**src/common/qed_mem_pkg.sv**
```systemverilog
/* Shared sizes, AXI4-Lite address map, response codes and FSM state
   encodings for the power-gated queue-entry register file */

package qed_mem_pkg;

    // ------------------------------
    // Register file geometry
    // ------------------------------

    localparam int RF_DEPTH  = 4;
    localparam int RF_ADDR_W = 2;
    localparam int RF_DATA_W = 8;

    // Enable chain length of the macro, in clock cycles
    localparam int PG_CHAIN_DELAY = 4;

    // ------------------------------
    // AXI4-Lite front end
    // ------------------------------

    localparam int AXI_ADDR_W = 8;
    localparam int AXI_DATA_W = 32;

    // Entries sit one per word starting at ENTRY_BASE
    localparam logic [AXI_ADDR_W-1:0] ENTRY_BASE    = 8'h00;
    // Bit 0 requests power, 1 means on
    localparam logic [AXI_ADDR_W-1:0] PWR_CTRL_ADDR = 8'h10;
    // Bit 0 powered, bit 1 isolated
    localparam logic [AXI_ADDR_W-1:0] PWR_STAT_ADDR = 8'h14;

    typedef enum logic [1:0] {
        OKAY   = 2'b00,
        SLVERR = 2'b10
    } axi_resp_e;

    // Power gate sequencing, isolation wraps the enable chain on both edges
    typedef enum logic [2:0] {
        PG_ON,
        PG_ISOLATE,
        PG_OFF_WAIT,
        PG_OFF,
        PG_ON_WAIT,
        PG_RELEASE
    } pg_state_e;

    typedef enum logic [1:0] {
        IDLE,
        WRITE_RESP,
        READ_RF,
        READ_RESP
    } axil_state_e;

endpackage

```
**src/common/rf_access_if.sv**
```systemverilog
/* Write and read port bundle between the register front end and the
   register file wrapper */

`timescale 1ns/1ps

interface rf_access_if;

    // Write port, the write lands on the edge where we is high
    logic                             we;
    logic [qed_mem_pkg::RF_ADDR_W-1:0] waddr;
    logic [qed_mem_pkg::RF_DATA_W-1:0] wdata;

    // Read port, rdata follows one edge after re
    logic                             re;
    logic [qed_mem_pkg::RF_ADDR_W-1:0] raddr;
    logic [qed_mem_pkg::RF_DATA_W-1:0] rdata;

    modport requester (
        output we, waddr, wdata,
        output re, raddr,
        input  rdata
    );

    modport memory (
        input  we, waddr, wdata,
        input  re, raddr,
        output rdata
    );

endinterface

```
**src/source/mem_reset_sync_scan.sv**
```systemverilog
/* Two flop reset synchronizer with scan reset bypass */

`timescale 1ns/1ps

module mem_reset_sync_scan (
    input  logic clk,
    input  logic rst_n,
    input  logic fscan_rstbypen,
    input  logic fscan_byprst_b,
    output logic rst_n_sync
);

    logic [1:0] sync_q;

    // Assertion takes effect at the next edge, release ripples through
    // both stages so the output deasserts two edges after rst_n rises
    always_ff @(posedge clk) begin
        if (!rst_n) begin
            sync_q <= 2'b00;
        end else begin
            sync_q <= {sync_q[0], 1'b1};
        end
    end

    // Scan mode hands reset control straight to the tester
    assign rst_n_sync = fscan_rstbypen ? fscan_byprst_b : sync_q[1];

endmodule

```
**src/rf_pg/rf_array_4x8.sv**
```systemverilog
/* Behavioral two port 4x8 register file with a power enable chain,
   output isolation and a registered read */

`timescale 1ns/1ps

module rf_array_4x8 (
    input  logic                             wclk,
    input  logic                             we,
    input  logic [qed_mem_pkg::RF_ADDR_W-1:0] waddr,
    input  logic [qed_mem_pkg::RF_DATA_W-1:0] wdata,
    input  logic                             rclk,
    input  logic                             re,
    input  logic [qed_mem_pkg::RF_ADDR_W-1:0] raddr,
    output logic [qed_mem_pkg::RF_DATA_W-1:0] rdata,
    input  logic                             ip_reset_b,
    input  logic                             isol_en,
    input  logic                             pwr_enable_b_in,
    output logic                             pwr_enable_b_out
);

    logic [qed_mem_pkg::RF_DATA_W-1:0]      mem [qed_mem_pkg::RF_DEPTH];
    logic [qed_mem_pkg::RF_DEPTH-1:0]       valid;
    logic [qed_mem_pkg::PG_CHAIN_DELAY-1:0] chain_q;
    logic [qed_mem_pkg::RF_DATA_W-1:0]      rd_q;
    logic                                   pwr_off;

    // ------------------------------
    // Power enable chain
    // ------------------------------

    // Each stage models one power switch segment turning on or off
    always_ff @(posedge wclk) begin
        if (!ip_reset_b) begin
            chain_q <= '0;
        end else begin
            chain_q <= {chain_q[qed_mem_pkg::PG_CHAIN_DELAY-2:0], pwr_enable_b_in};
        end
    end

    assign pwr_enable_b_out = chain_q[qed_mem_pkg::PG_CHAIN_DELAY-1];

    // The array counts as unpowered as soon as any segment is switched off
    assign pwr_off = pwr_enable_b_in | pwr_enable_b_out;

    // ------------------------------
    // Storage
    // ------------------------------

    // Losing power drops every entry, only a fresh write brings one back
    always_ff @(posedge wclk) begin
        if (pwr_off) begin
            valid <= '0;
        end else if (we) begin
            mem[waddr]   <= wdata;
            valid[waddr] <= 1'b1;
        end
    end

    // Entries lost to a power cycle read back as unknown
    always_ff @(posedge rclk) begin
        if (!ip_reset_b) begin
            rd_q <= '0;
        end else if (re) begin
            rd_q <= (valid[raddr] && !pwr_off) ? mem[raddr] : 'x;
        end
    end

    // Clamp the output so a collapsing array never drives the fabric
    assign rdata = isol_en ? '0 : rd_q;

endmodule

```
**src/rf_pg/qed_mem_rf_pg_4x8.sv**
```systemverilog
/* Power gated 4x8 queue-entry memory wrapper with IP reset
   synchronizer and register file array */

`timescale 1ns/1ps

module qed_mem_rf_pg_4x8 (
    input  logic           clk,
    rf_access_if.memory    rf,
    input  logic           isol_en,
    input  logic           pwr_enable_b,
    output logic           pwr_enable_b_out,
    input  logic           ip_reset_b,
    input  logic           fscan_rstbypen,
    input  logic           fscan_byprst_b
);

    logic ip_reset_b_sync;

    // ------------------------------
    // IP reset, synchronized to the read clock
    // ------------------------------

    mem_reset_sync_scan u_ip_reset_sync (
        .clk            (clk),
        .rst_n          (ip_reset_b),
        .fscan_rstbypen (fscan_rstbypen),
        .fscan_byprst_b (fscan_byprst_b),
        .rst_n_sync     (ip_reset_b_sync)
    );

    // ------------------------------
    // Register file array
    // ------------------------------

    // Write and read clocks share the single design clock
    rf_array_4x8 u_rf (
        .wclk             (clk),
        .we               (rf.we),
        .waddr            (rf.waddr),
        .wdata            (rf.wdata),
        .rclk             (clk),
        .re               (rf.re),
        .raddr            (rf.raddr),
        .rdata            (rf.rdata),
        .ip_reset_b       (ip_reset_b_sync),
        .isol_en          (isol_en),
        .pwr_enable_b_in  (pwr_enable_b),
        .pwr_enable_b_out (pwr_enable_b_out)
    );

endmodule

```
**src/source/pwr_gate_ctrl.sv**
```systemverilog
/* Power gate controller sequencing isolation around the memory
   power enable chain */

`timescale 1ns/1ps

module pwr_gate_ctrl (
    input  logic clk,
    input  logic rst_n,
    input  logic pwr_req,
    input  logic pwr_enable_b_out,
    output logic isol_en,
    output logic pwr_enable_b,
    output logic powered,
    output logic isolated
);

    qed_mem_pkg::pg_state_e state;

    // Wait states ignore pwr_req, a new request is picked up
    // only once the sequence in flight has settled
    always_ff @(posedge clk) begin
        if (!rst_n) begin
            state <= qed_mem_pkg::PG_ON;
        end else begin
            case (state)
                qed_mem_pkg::PG_ON: begin
                    if (!pwr_req) state <= qed_mem_pkg::PG_ISOLATE;
                end
                // Clamp outputs for one cycle before the chain switches off
                qed_mem_pkg::PG_ISOLATE: state <= qed_mem_pkg::PG_OFF_WAIT;
                qed_mem_pkg::PG_OFF_WAIT: begin
                    if (pwr_enable_b_out) state <= qed_mem_pkg::PG_OFF;
                end
                qed_mem_pkg::PG_OFF: begin
                    if (pwr_req) state <= qed_mem_pkg::PG_ON_WAIT;
                end
                // Isolation stays until the last segment reports power
                qed_mem_pkg::PG_ON_WAIT: begin
                    if (!pwr_enable_b_out) state <= qed_mem_pkg::PG_RELEASE;
                end
                qed_mem_pkg::PG_RELEASE: state <= qed_mem_pkg::PG_ON;
                default: state <= qed_mem_pkg::PG_ON;
            endcase
        end
    end

    // Isolation is low only in the fully powered state
    assign isol_en = (state != qed_mem_pkg::PG_ON);

    // The enable chain is driven off from the off wait until the on request
    assign pwr_enable_b = (state == qed_mem_pkg::PG_OFF_WAIT) ||
                          (state == qed_mem_pkg::PG_OFF);

    // Power is reported lost only once the chain has acknowledged it
    assign powered = (state == qed_mem_pkg::PG_ON)      ||
                     (state == qed_mem_pkg::PG_ISOLATE) ||
                     (state == qed_mem_pkg::PG_OFF_WAIT);

    assign isolated = isol_en;

endmodule

```
**src/source/axil_mem_regs.sv**
```systemverilog
/* AXI4-Lite slave mapping register file entries, power request
   and power status */

`timescale 1ns/1ps

module axil_mem_regs (
    input  logic                                clk,
    input  logic                                rst_n,
    input  logic [qed_mem_pkg::AXI_ADDR_W-1:0]   awaddr,
    input  logic                                awvalid,
    output logic                                awready,
    input  logic [qed_mem_pkg::AXI_DATA_W-1:0]   wdata,
    input  logic [qed_mem_pkg::AXI_DATA_W/8-1:0] wstrb,
    input  logic                                wvalid,
    output logic                                wready,
    output logic [1:0]                          bresp,
    output logic                                bvalid,
    input  logic                                bready,
    input  logic [qed_mem_pkg::AXI_ADDR_W-1:0]   araddr,
    input  logic                                arvalid,
    output logic                                arready,
    output logic [qed_mem_pkg::AXI_DATA_W-1:0]   rdata,
    output logic                                rvalid,
    output logic [1:0]                          rresp,
    input  logic                                rready,
    rf_access_if.requester                      rf,
    output logic                                pwr_req,
    input  logic                                powered,
    input  logic                                isolated
);

    qed_mem_pkg::axil_state_e state;
    qed_mem_pkg::axi_resp_e   resp_q;
    logic [qed_mem_pkg::AXI_DATA_W-1:0] rdata_q;
    logic rd_from_rf;
    logic mem_ok;
    logic ar_hs;

    // Word aligned address inside the entry window
    function automatic logic is_entry(input logic [qed_mem_pkg::AXI_ADDR_W-1:0] a);
        return (a[qed_mem_pkg::AXI_ADDR_W-1:qed_mem_pkg::RF_ADDR_W+2] ==
                qed_mem_pkg::ENTRY_BASE[qed_mem_pkg::AXI_ADDR_W-1:qed_mem_pkg::RF_ADDR_W+2])
               && (a[1:0] == 2'b00);
    endfunction

    // ------------------------------
    // Handshakes
    // ------------------------------

    // A write is taken only with address and data together, and wins over a read
    assign awready = (state == qed_mem_pkg::IDLE) && awvalid && wvalid;
    assign wready  = awready;
    assign arready = (state == qed_mem_pkg::IDLE) && !(awvalid && wvalid);
    assign ar_hs   = arready && arvalid;

    // Entries are reachable only when fully powered and not clamped
    assign mem_ok = powered && !isolated;

    always_ff @(posedge clk) begin
        if (!rst_n) begin
            state   <= qed_mem_pkg::IDLE;
            pwr_req <= 1'b1;
            rf.we   <= 1'b0;
            rf.re   <= 1'b0;
        end else begin
            // Port strobes last a single cycle
            rf.we <= 1'b0;
            rf.re <= 1'b0;
            case (state)
                qed_mem_pkg::IDLE: begin
                    if (awready) begin
                        state    <= qed_mem_pkg::WRITE_RESP;
                        resp_q   <= qed_mem_pkg::OKAY;
                        rf.waddr <= awaddr[qed_mem_pkg::RF_ADDR_W+1:2];
                        rf.wdata <= wdata[qed_mem_pkg::RF_DATA_W-1:0];
                        if (is_entry(awaddr)) begin
                            if (!mem_ok) begin
                                resp_q <= qed_mem_pkg::SLVERR;
                            end else if (wstrb[0]) begin
                                rf.we <= 1'b1;
                            end
                        end else if (awaddr == qed_mem_pkg::PWR_CTRL_ADDR) begin
                            if (wstrb[0]) pwr_req <= wdata[0];
                        end else if (awaddr != qed_mem_pkg::PWR_STAT_ADDR) begin
                            resp_q <= qed_mem_pkg::SLVERR;
                        end
                    end else if (ar_hs) begin
                        state      <= qed_mem_pkg::READ_RESP;
                        resp_q     <= qed_mem_pkg::OKAY;
                        rdata_q    <= '0;
                        rd_from_rf <= 1'b0;
                        rf.raddr   <= araddr[qed_mem_pkg::RF_ADDR_W+1:2];
                        if (is_entry(araddr)) begin
                            // Entry reads spend one cycle in the array read register
                            if (mem_ok) begin
                                state      <= qed_mem_pkg::READ_RF;
                                rf.re      <= 1'b1;
                                rd_from_rf <= 1'b1;
                            end else begin
                                resp_q <= qed_mem_pkg::SLVERR;
                            end
                        end else if (araddr == qed_mem_pkg::PWR_CTRL_ADDR) begin
                            rdata_q[0] <= pwr_req;
                        end else if (araddr == qed_mem_pkg::PWR_STAT_ADDR) begin
                            rdata_q[1:0] <= {isolated, powered};
                        end else begin
                            resp_q <= qed_mem_pkg::SLVERR;
                        end
                    end
                end
                qed_mem_pkg::WRITE_RESP: begin
                    if (bready) state <= qed_mem_pkg::IDLE;
                end
                qed_mem_pkg::READ_RF: state <= qed_mem_pkg::READ_RESP;
                qed_mem_pkg::READ_RESP: begin
                    if (rready) state <= qed_mem_pkg::IDLE;
                end
                default: state <= qed_mem_pkg::IDLE;
            endcase
        end
    end

    // ------------------------------
    // Response channels
    // ------------------------------

    assign bvalid = (state == qed_mem_pkg::WRITE_RESP);
    assign bresp  = resp_q;
    assign rvalid = (state == qed_mem_pkg::READ_RESP);
    assign rresp  = resp_q;

    // The array read register holds its value while re stays low
    assign rdata = rd_from_rf ?
                   {{(qed_mem_pkg::AXI_DATA_W-qed_mem_pkg::RF_DATA_W){1'b0}}, rf.rdata} :
                   rdata_q;

endmodule

```
**src/source/qed_mem_top.sv**
```systemverilog
/* Top level joining the AXI4-Lite front end, power gate controller
   and power gated register file */

`timescale 1ns/1ps

module qed_mem_top (
    input  logic                                clk,
    input  logic                                rst_n,
    input  logic                                ip_reset_b,
    input  logic                                fscan_rstbypen,
    input  logic                                fscan_byprst_b,
    input  logic [qed_mem_pkg::AXI_ADDR_W-1:0]   awaddr,
    input  logic                                awvalid,
    output logic                                awready,
    input  logic [qed_mem_pkg::AXI_DATA_W-1:0]   wdata,
    input  logic [qed_mem_pkg::AXI_DATA_W/8-1:0] wstrb,
    input  logic                                wvalid,
    output logic                                wready,
    output logic [1:0]                          bresp,
    output logic                                bvalid,
    input  logic                                bready,
    input  logic [qed_mem_pkg::AXI_ADDR_W-1:0]   araddr,
    input  logic                                arvalid,
    output logic                                arready,
    output logic [qed_mem_pkg::AXI_DATA_W-1:0]   rdata,
    output logic                                rvalid,
    output logic [1:0]                          rresp,
    input  logic                                rready
);

    logic pwr_req;
    logic isol_en;
    logic pwr_enable_b;
    logic pwr_enable_b_out;
    logic powered;
    logic isolated;

    rf_access_if rf_bus ();

    // Host access and power request register
    axil_mem_regs u_regs (
        .clk      (clk),
        .rst_n    (rst_n),
        .awaddr   (awaddr),
        .awvalid  (awvalid),
        .awready  (awready),
        .wdata    (wdata),
        .wstrb    (wstrb),
        .wvalid   (wvalid),
        .wready   (wready),
        .bresp    (bresp),
        .bvalid   (bvalid),
        .bready   (bready),
        .araddr   (araddr),
        .arvalid  (arvalid),
        .arready  (arready),
        .rdata    (rdata),
        .rvalid   (rvalid),
        .rresp    (rresp),
        .rready   (rready),
        .rf       (rf_bus.requester),
        .pwr_req  (pwr_req),
        .powered  (powered),
        .isolated (isolated)
    );

    pwr_gate_ctrl u_pg_ctrl (
        .clk              (clk),
        .rst_n            (rst_n),
        .pwr_req          (pwr_req),
        .pwr_enable_b_out (pwr_enable_b_out),
        .isol_en          (isol_en),
        .pwr_enable_b     (pwr_enable_b),
        .powered          (powered),
        .isolated         (isolated)
    );

    // Memory keeps its own IP reset apart from the fabric reset
    qed_mem_rf_pg_4x8 u_mem (
        .clk              (clk),
        .rf               (rf_bus.memory),
        .isol_en          (isol_en),
        .pwr_enable_b     (pwr_enable_b),
        .pwr_enable_b_out (pwr_enable_b_out),
        .ip_reset_b       (ip_reset_b),
        .fscan_rstbypen   (fscan_rstbypen),
        .fscan_byprst_b   (fscan_byprst_b)
    );

endmodule

```
**config.mk**
```make
export PLATFORM = sky130hd
export DESIGN_NAME = qed_mem_top
export DESIGN_NICKNAME = d
export VERILOG_FILES = /design/src/common/qed_mem_pkg.sv /design/src/common/rf_access_if.sv /design/src/source/mem_reset_sync_scan.sv /design/src/rf_pg/rf_array_4x8.sv /design/src/rf_pg/qed_mem_rf_pg_4x8.sv /design/src/source/pwr_gate_ctrl.sv /design/src/source/axil_mem_regs.sv /design/src/source/qed_mem_top.sv
export SDC_FILE = /design/constraint.sdc
export NUM_CORES = 1
export LEC_CHECK = 0
export BUFFER_PORTS_ARGS = -buffer_cell sky130_fd_sc_hd__buf_2
export CAP_MARGIN = 15
export CORE_UTILIZATION = 45
export DETAILED_ROUTE_END_ITERATION = 10
export GPL_TIMING_DRIVEN = 0
export PLACE_DENSITY = 0.74
export RECOVER_POWER = 100
export SLEW_MARGIN = 20
export SYNTH_ARGS = -nofsm -noshare
export SYNTH_HDL_FRONTEND = slang
export SYNTH_SLANG_ARGS = --single-unit
export TNS_END_PERCENT = 5
```
**constraint.sdc**
```tcl
create_clock -name clk -period 1.7 [get_ports clk]
set_clock_uncertainty 0.05 [all_clocks]
set_input_delay 0.085 -clock clk [delete_from_list [all_inputs] [get_ports clk]]
set_output_delay 0.085 -clock clk [all_outputs]
set_load 0.03 [all_outputs]
```
==> results by group <==
Drt
  – Vias/cell: 4.81
  – Met3 wire length: 258 um
  – Initial drt markers: 84
  – Met2 WL: 3070 um
  – DR top layer: met4
  – WL per Instance: 14.1 um
  – DRC viols: 0
  – Final ANT Viol Nets: 0
  – WL met1: 2680 um
  – Via total after detailed routing: 2079
  – Drt first pass iters: 4
  – Final WL: 6100 um

Critical path
  – Startpoint types: flip-flop
  – CP delay by family, top: simple AND/OR/NAND/NOR gates
  – Reg2reg start: u_pg_ctrl.state[1]
  – Critical path class: reg -> reg
  – Critical Path AT: 1730 ps
  – CP Depth: 3
  – WP data required: 1720 ps
  – Max stage delay on crit path: 550 ps
  – CP Capture Type: flip-flop
  – Worst-path fanout max: 7
  – Worst-path cell chain: or4_4 > a2111oi_4 > a41oi_1
  – Worst path slowest cell: or4_4
  – Crit path from: u_pg_ctrl.state[1]
  – WP buf/inv: 0
  – Reg2reg path depth: 3

Synth
  – Ys Warns: 0
  – Cell area after synthesis: 2990 um^2
  – Main combinational cell family by area after synthesis: simple AND/OR/NAND/NOR gates
  – Post-synthesis simple-gate area fraction: 13.7%
  – Synth top area share: 48.2%
  – Top cells by count, synth: 48 x edfxtp_1, 28 x buf_4, 22 x dfxtp_1, 17 x mux2_2, 15 x nor2b_1
  – Syn_area_per_cell: 12.9 um^2
  – Seq cells post-synth: 70
  – Post-Synth Adder-Cell Area: 0%
  – Compound-Gate Fraction of Synth Area: 6.40%
  – Synthesized netlist cell count: 231
  – Most frequent cell after synthesis: edfxtp_1
  – XOR/XNOR Fraction of Synth Area: 0%
  – Cell taking the most area after synthesis: edfxtp_1
  – EDFF count, synth: 48
  – Seq/Total Area, Yosys: 62.9%
  – Synth unique cells: 44
  – Asr flop ratio synth: 0%
  – Top cells by area, synth: edfxtp_1 48%, dfxtp_1 15%, buf_4 7.0%
  – Post-synth top flop: edfxtp_1
  – Mux share of post-synthesis cell area: 7.41%

Run status
  – Status: finished with violations
  – Failing checks: negative setup slack

Final layout
  – Nets: 412
  – Fin area: 4070 um^2
  – Layout area overhead: 36.0%
  – Antenna Cells: 0
  – Fill cell count: 492
  – Share of layout cells above drive strength 1: 36.6%
  – Final Instance Count excl. Fillers: 432

Timing
  – Hold Vio Cnt, Final: 0
  – Final setup margin: -9.13 ps
  – Fmax achieved: 585 MHz
  – Final Max Slew Viols: 0
  – RSZ-0062 raised after global routing: yes
  – Final period utilization: 101%
  – Worst-Margin Slew: 513 ps
  – Worst Hold Slack: 26.2 ps
  – # setup viols final: 1
  – Setup_tns: -9.13 ps
  – Min cycle time layout: 1710 ps
  – Relative slew slack: 65.8%

Placement
  – Area post-placement: 3450 um^2
  – Gpl congestion: 0.861
  – HPWL after detailed placement: 3720 um
  – IO Port Bufs: 49
  – DP Cell Count: 382

Clocking
  – CTS tree: built
  – Clk sinks: 70
  – Num CTS Buffers: 9
  – H-tree Lvls: 3
  – Clk buf depth: 2
  – Clock transition at path regs: 70 ps
  – Clk_lat worst skew: 340 ps
  – Root buffer cell: clkbuf_8

Floorplan
  – Starting density of the core: 46.8%
  – Total core area: 6390 um^2
  – Io pins: 103
  – Die extent in y: 83.5 um
  – Rows: 29
  – DIE AREA: 6980 um^2
  – Chip width: 83.5 um

Worst hold path
  – HP Class: in -> reg
  – Hold wc startpoint: fscan_byprst_b
  – Hold depth: 3

Global route
  – Number of global-route vias before repair: 1928
  – Total grt overflow: 0
  – Pin count of the biggest net entering global routing: 14
  – Initial antenna violation count: 0
  – First-pass GRT wire length: 9250 um
  – GRT Overall Usage: 17.8%

Power
  – VDD IR max: 0.686 mV
  – Power per cell area: 906 nW/um^2
  – Pleak: 1.68 nW

Flow run
  – Max capacitance violation total: 0
-- logic make-up after synthesis --
kind of cell / count (synthesis)
buf+inv: 44
other cells: 1
flops: 70
mux: 20
simple gates: 73
compound gates: 23
-- timing repair --
action,CTS,global route
endpoints found under the setup margin,59,42
setup buffers,10,1
hold endpoints to repair,18,0
resized for setup,8,8
pin swaps,6,2
hold buffers,23,0
-- tightest hold or removal path: stages --
cell and delay, ps:
buf_2 80, mux2i_1 100, nor2b_1 120
-- cell type report --
class / count / area [um^2] / share of cell area (%)
buffer: 35 / 258 / 6.34
clock inverter: 7 / 97.6 / 2.40
timing repair buffer: 83 / 571 / 14.0
clock buffer: 9 / 124 / 3.05
tap: 77 / 96.3 / 2.37
inverter: 9 / 37.5 / 0.923
multi-input combinational: 142 / 995 / 24.5
sequential: 70 / 1890 / 46.4
-- state kept, by name, summed over array words and instances, names as in the netlist, 2 cells and up --
register / cells
u_mem.u_rf.mem: 32
u_mem.u_rf.rd_q: 8
u_regs.rf.wdata: 8
u_mem.u_rf.chain_q: 4
u_pg_ctrl.state: 3
u_mem.u_ip_reset_sync.sync_q: 2
u_regs.rdata_q: 2
u_regs.rf.raddr: 2
u_regs.rf.waddr: 2
u_regs.state: 2
-- metal layers --
layer	track usage (%)	vias to the layer above
met1	22.0	974
met2	29.8	65
li1	-	1032
met3	4.45	8
met5	0	-
met4	7.24	0
-- metrics by stage --
| stage | worst slack [ps] | total power [mW] | utilization (%) |
|---|---|---|---|
| 5_1_grt | -67.9 | 3.80 | 63.7 |
| 4_1_cts | -52.7 | 3.69 | 63.3 |
| 3_5_place_dp | -264 | 2.22 | 54.0 |
| 6_report | -9.13 | 3.69 | 63.7 |
| 3_3_place_gp | -533 | 2.22 | 53.7 |
| 2_1_floorplan | -32.5 | 2.13 | - |
-- report_power, final --
group          total [mW]  switching (mW)  internal (mW)
registers            1.86          0.0234           1.83
clock network        1.45           0.624          0.830
logic               0.378           0.217          0.161
total                3.69           0.864           2.82
-- path summary, 6_finish.rpt --
check	endpoint	slack [ps]
setup / recovery	u_regs.bresp[1]	-9
hold reg to reg	u_mem.u_ip_reset_sync.sync_q[1]	390
hold / removal	u_mem.u_rf.chain_q[1]	30
setup reg to reg	u_regs.bresp[1]	-9
-- placed cells by master (no fill, tap or decap), types with 2 or more instances in the layout --
master | netlist | routed
buf_2 | 2 | 39
nor2b_1 | 15 | 15
clkinvlp_4 | 0 | 3
and3_1 | 7 | 7
buf_4 | 28 | 37
nor3_4 | 0 | 5
mux2i_1 | 3 | 3
mux2_2 | 17 | 17
clkbuf_8 | 0 | 9
nor2_1 | 13 | 13
a221oi_1 | 8 | 8
nand2_1 | 8 | 8
dfxtp_1 | 22 | 20
clkbuf_2 | 1 | 2
nand3_1 | 3 | 3
and2_1 | 3 | 3
buf_12 | 0 | 2
clkbuf_1 | 2 | 12
dlygate4sd3_1 | 0 | 23
bufinv_16 | 0 | 2
buf_6 | 1 | 2
nor4_1 | 4 | 4
o21ai_0 | 2 | 2
dfxtp_4 | 0 | 2
edfxtp_1 | 48 | 48
conb_1 | 1 | 26
inv_1 | 9 | 8
nor3_1 | 7 | 2
nand2b_1 | 4 | 4
(Power assumes the default switching activity.)
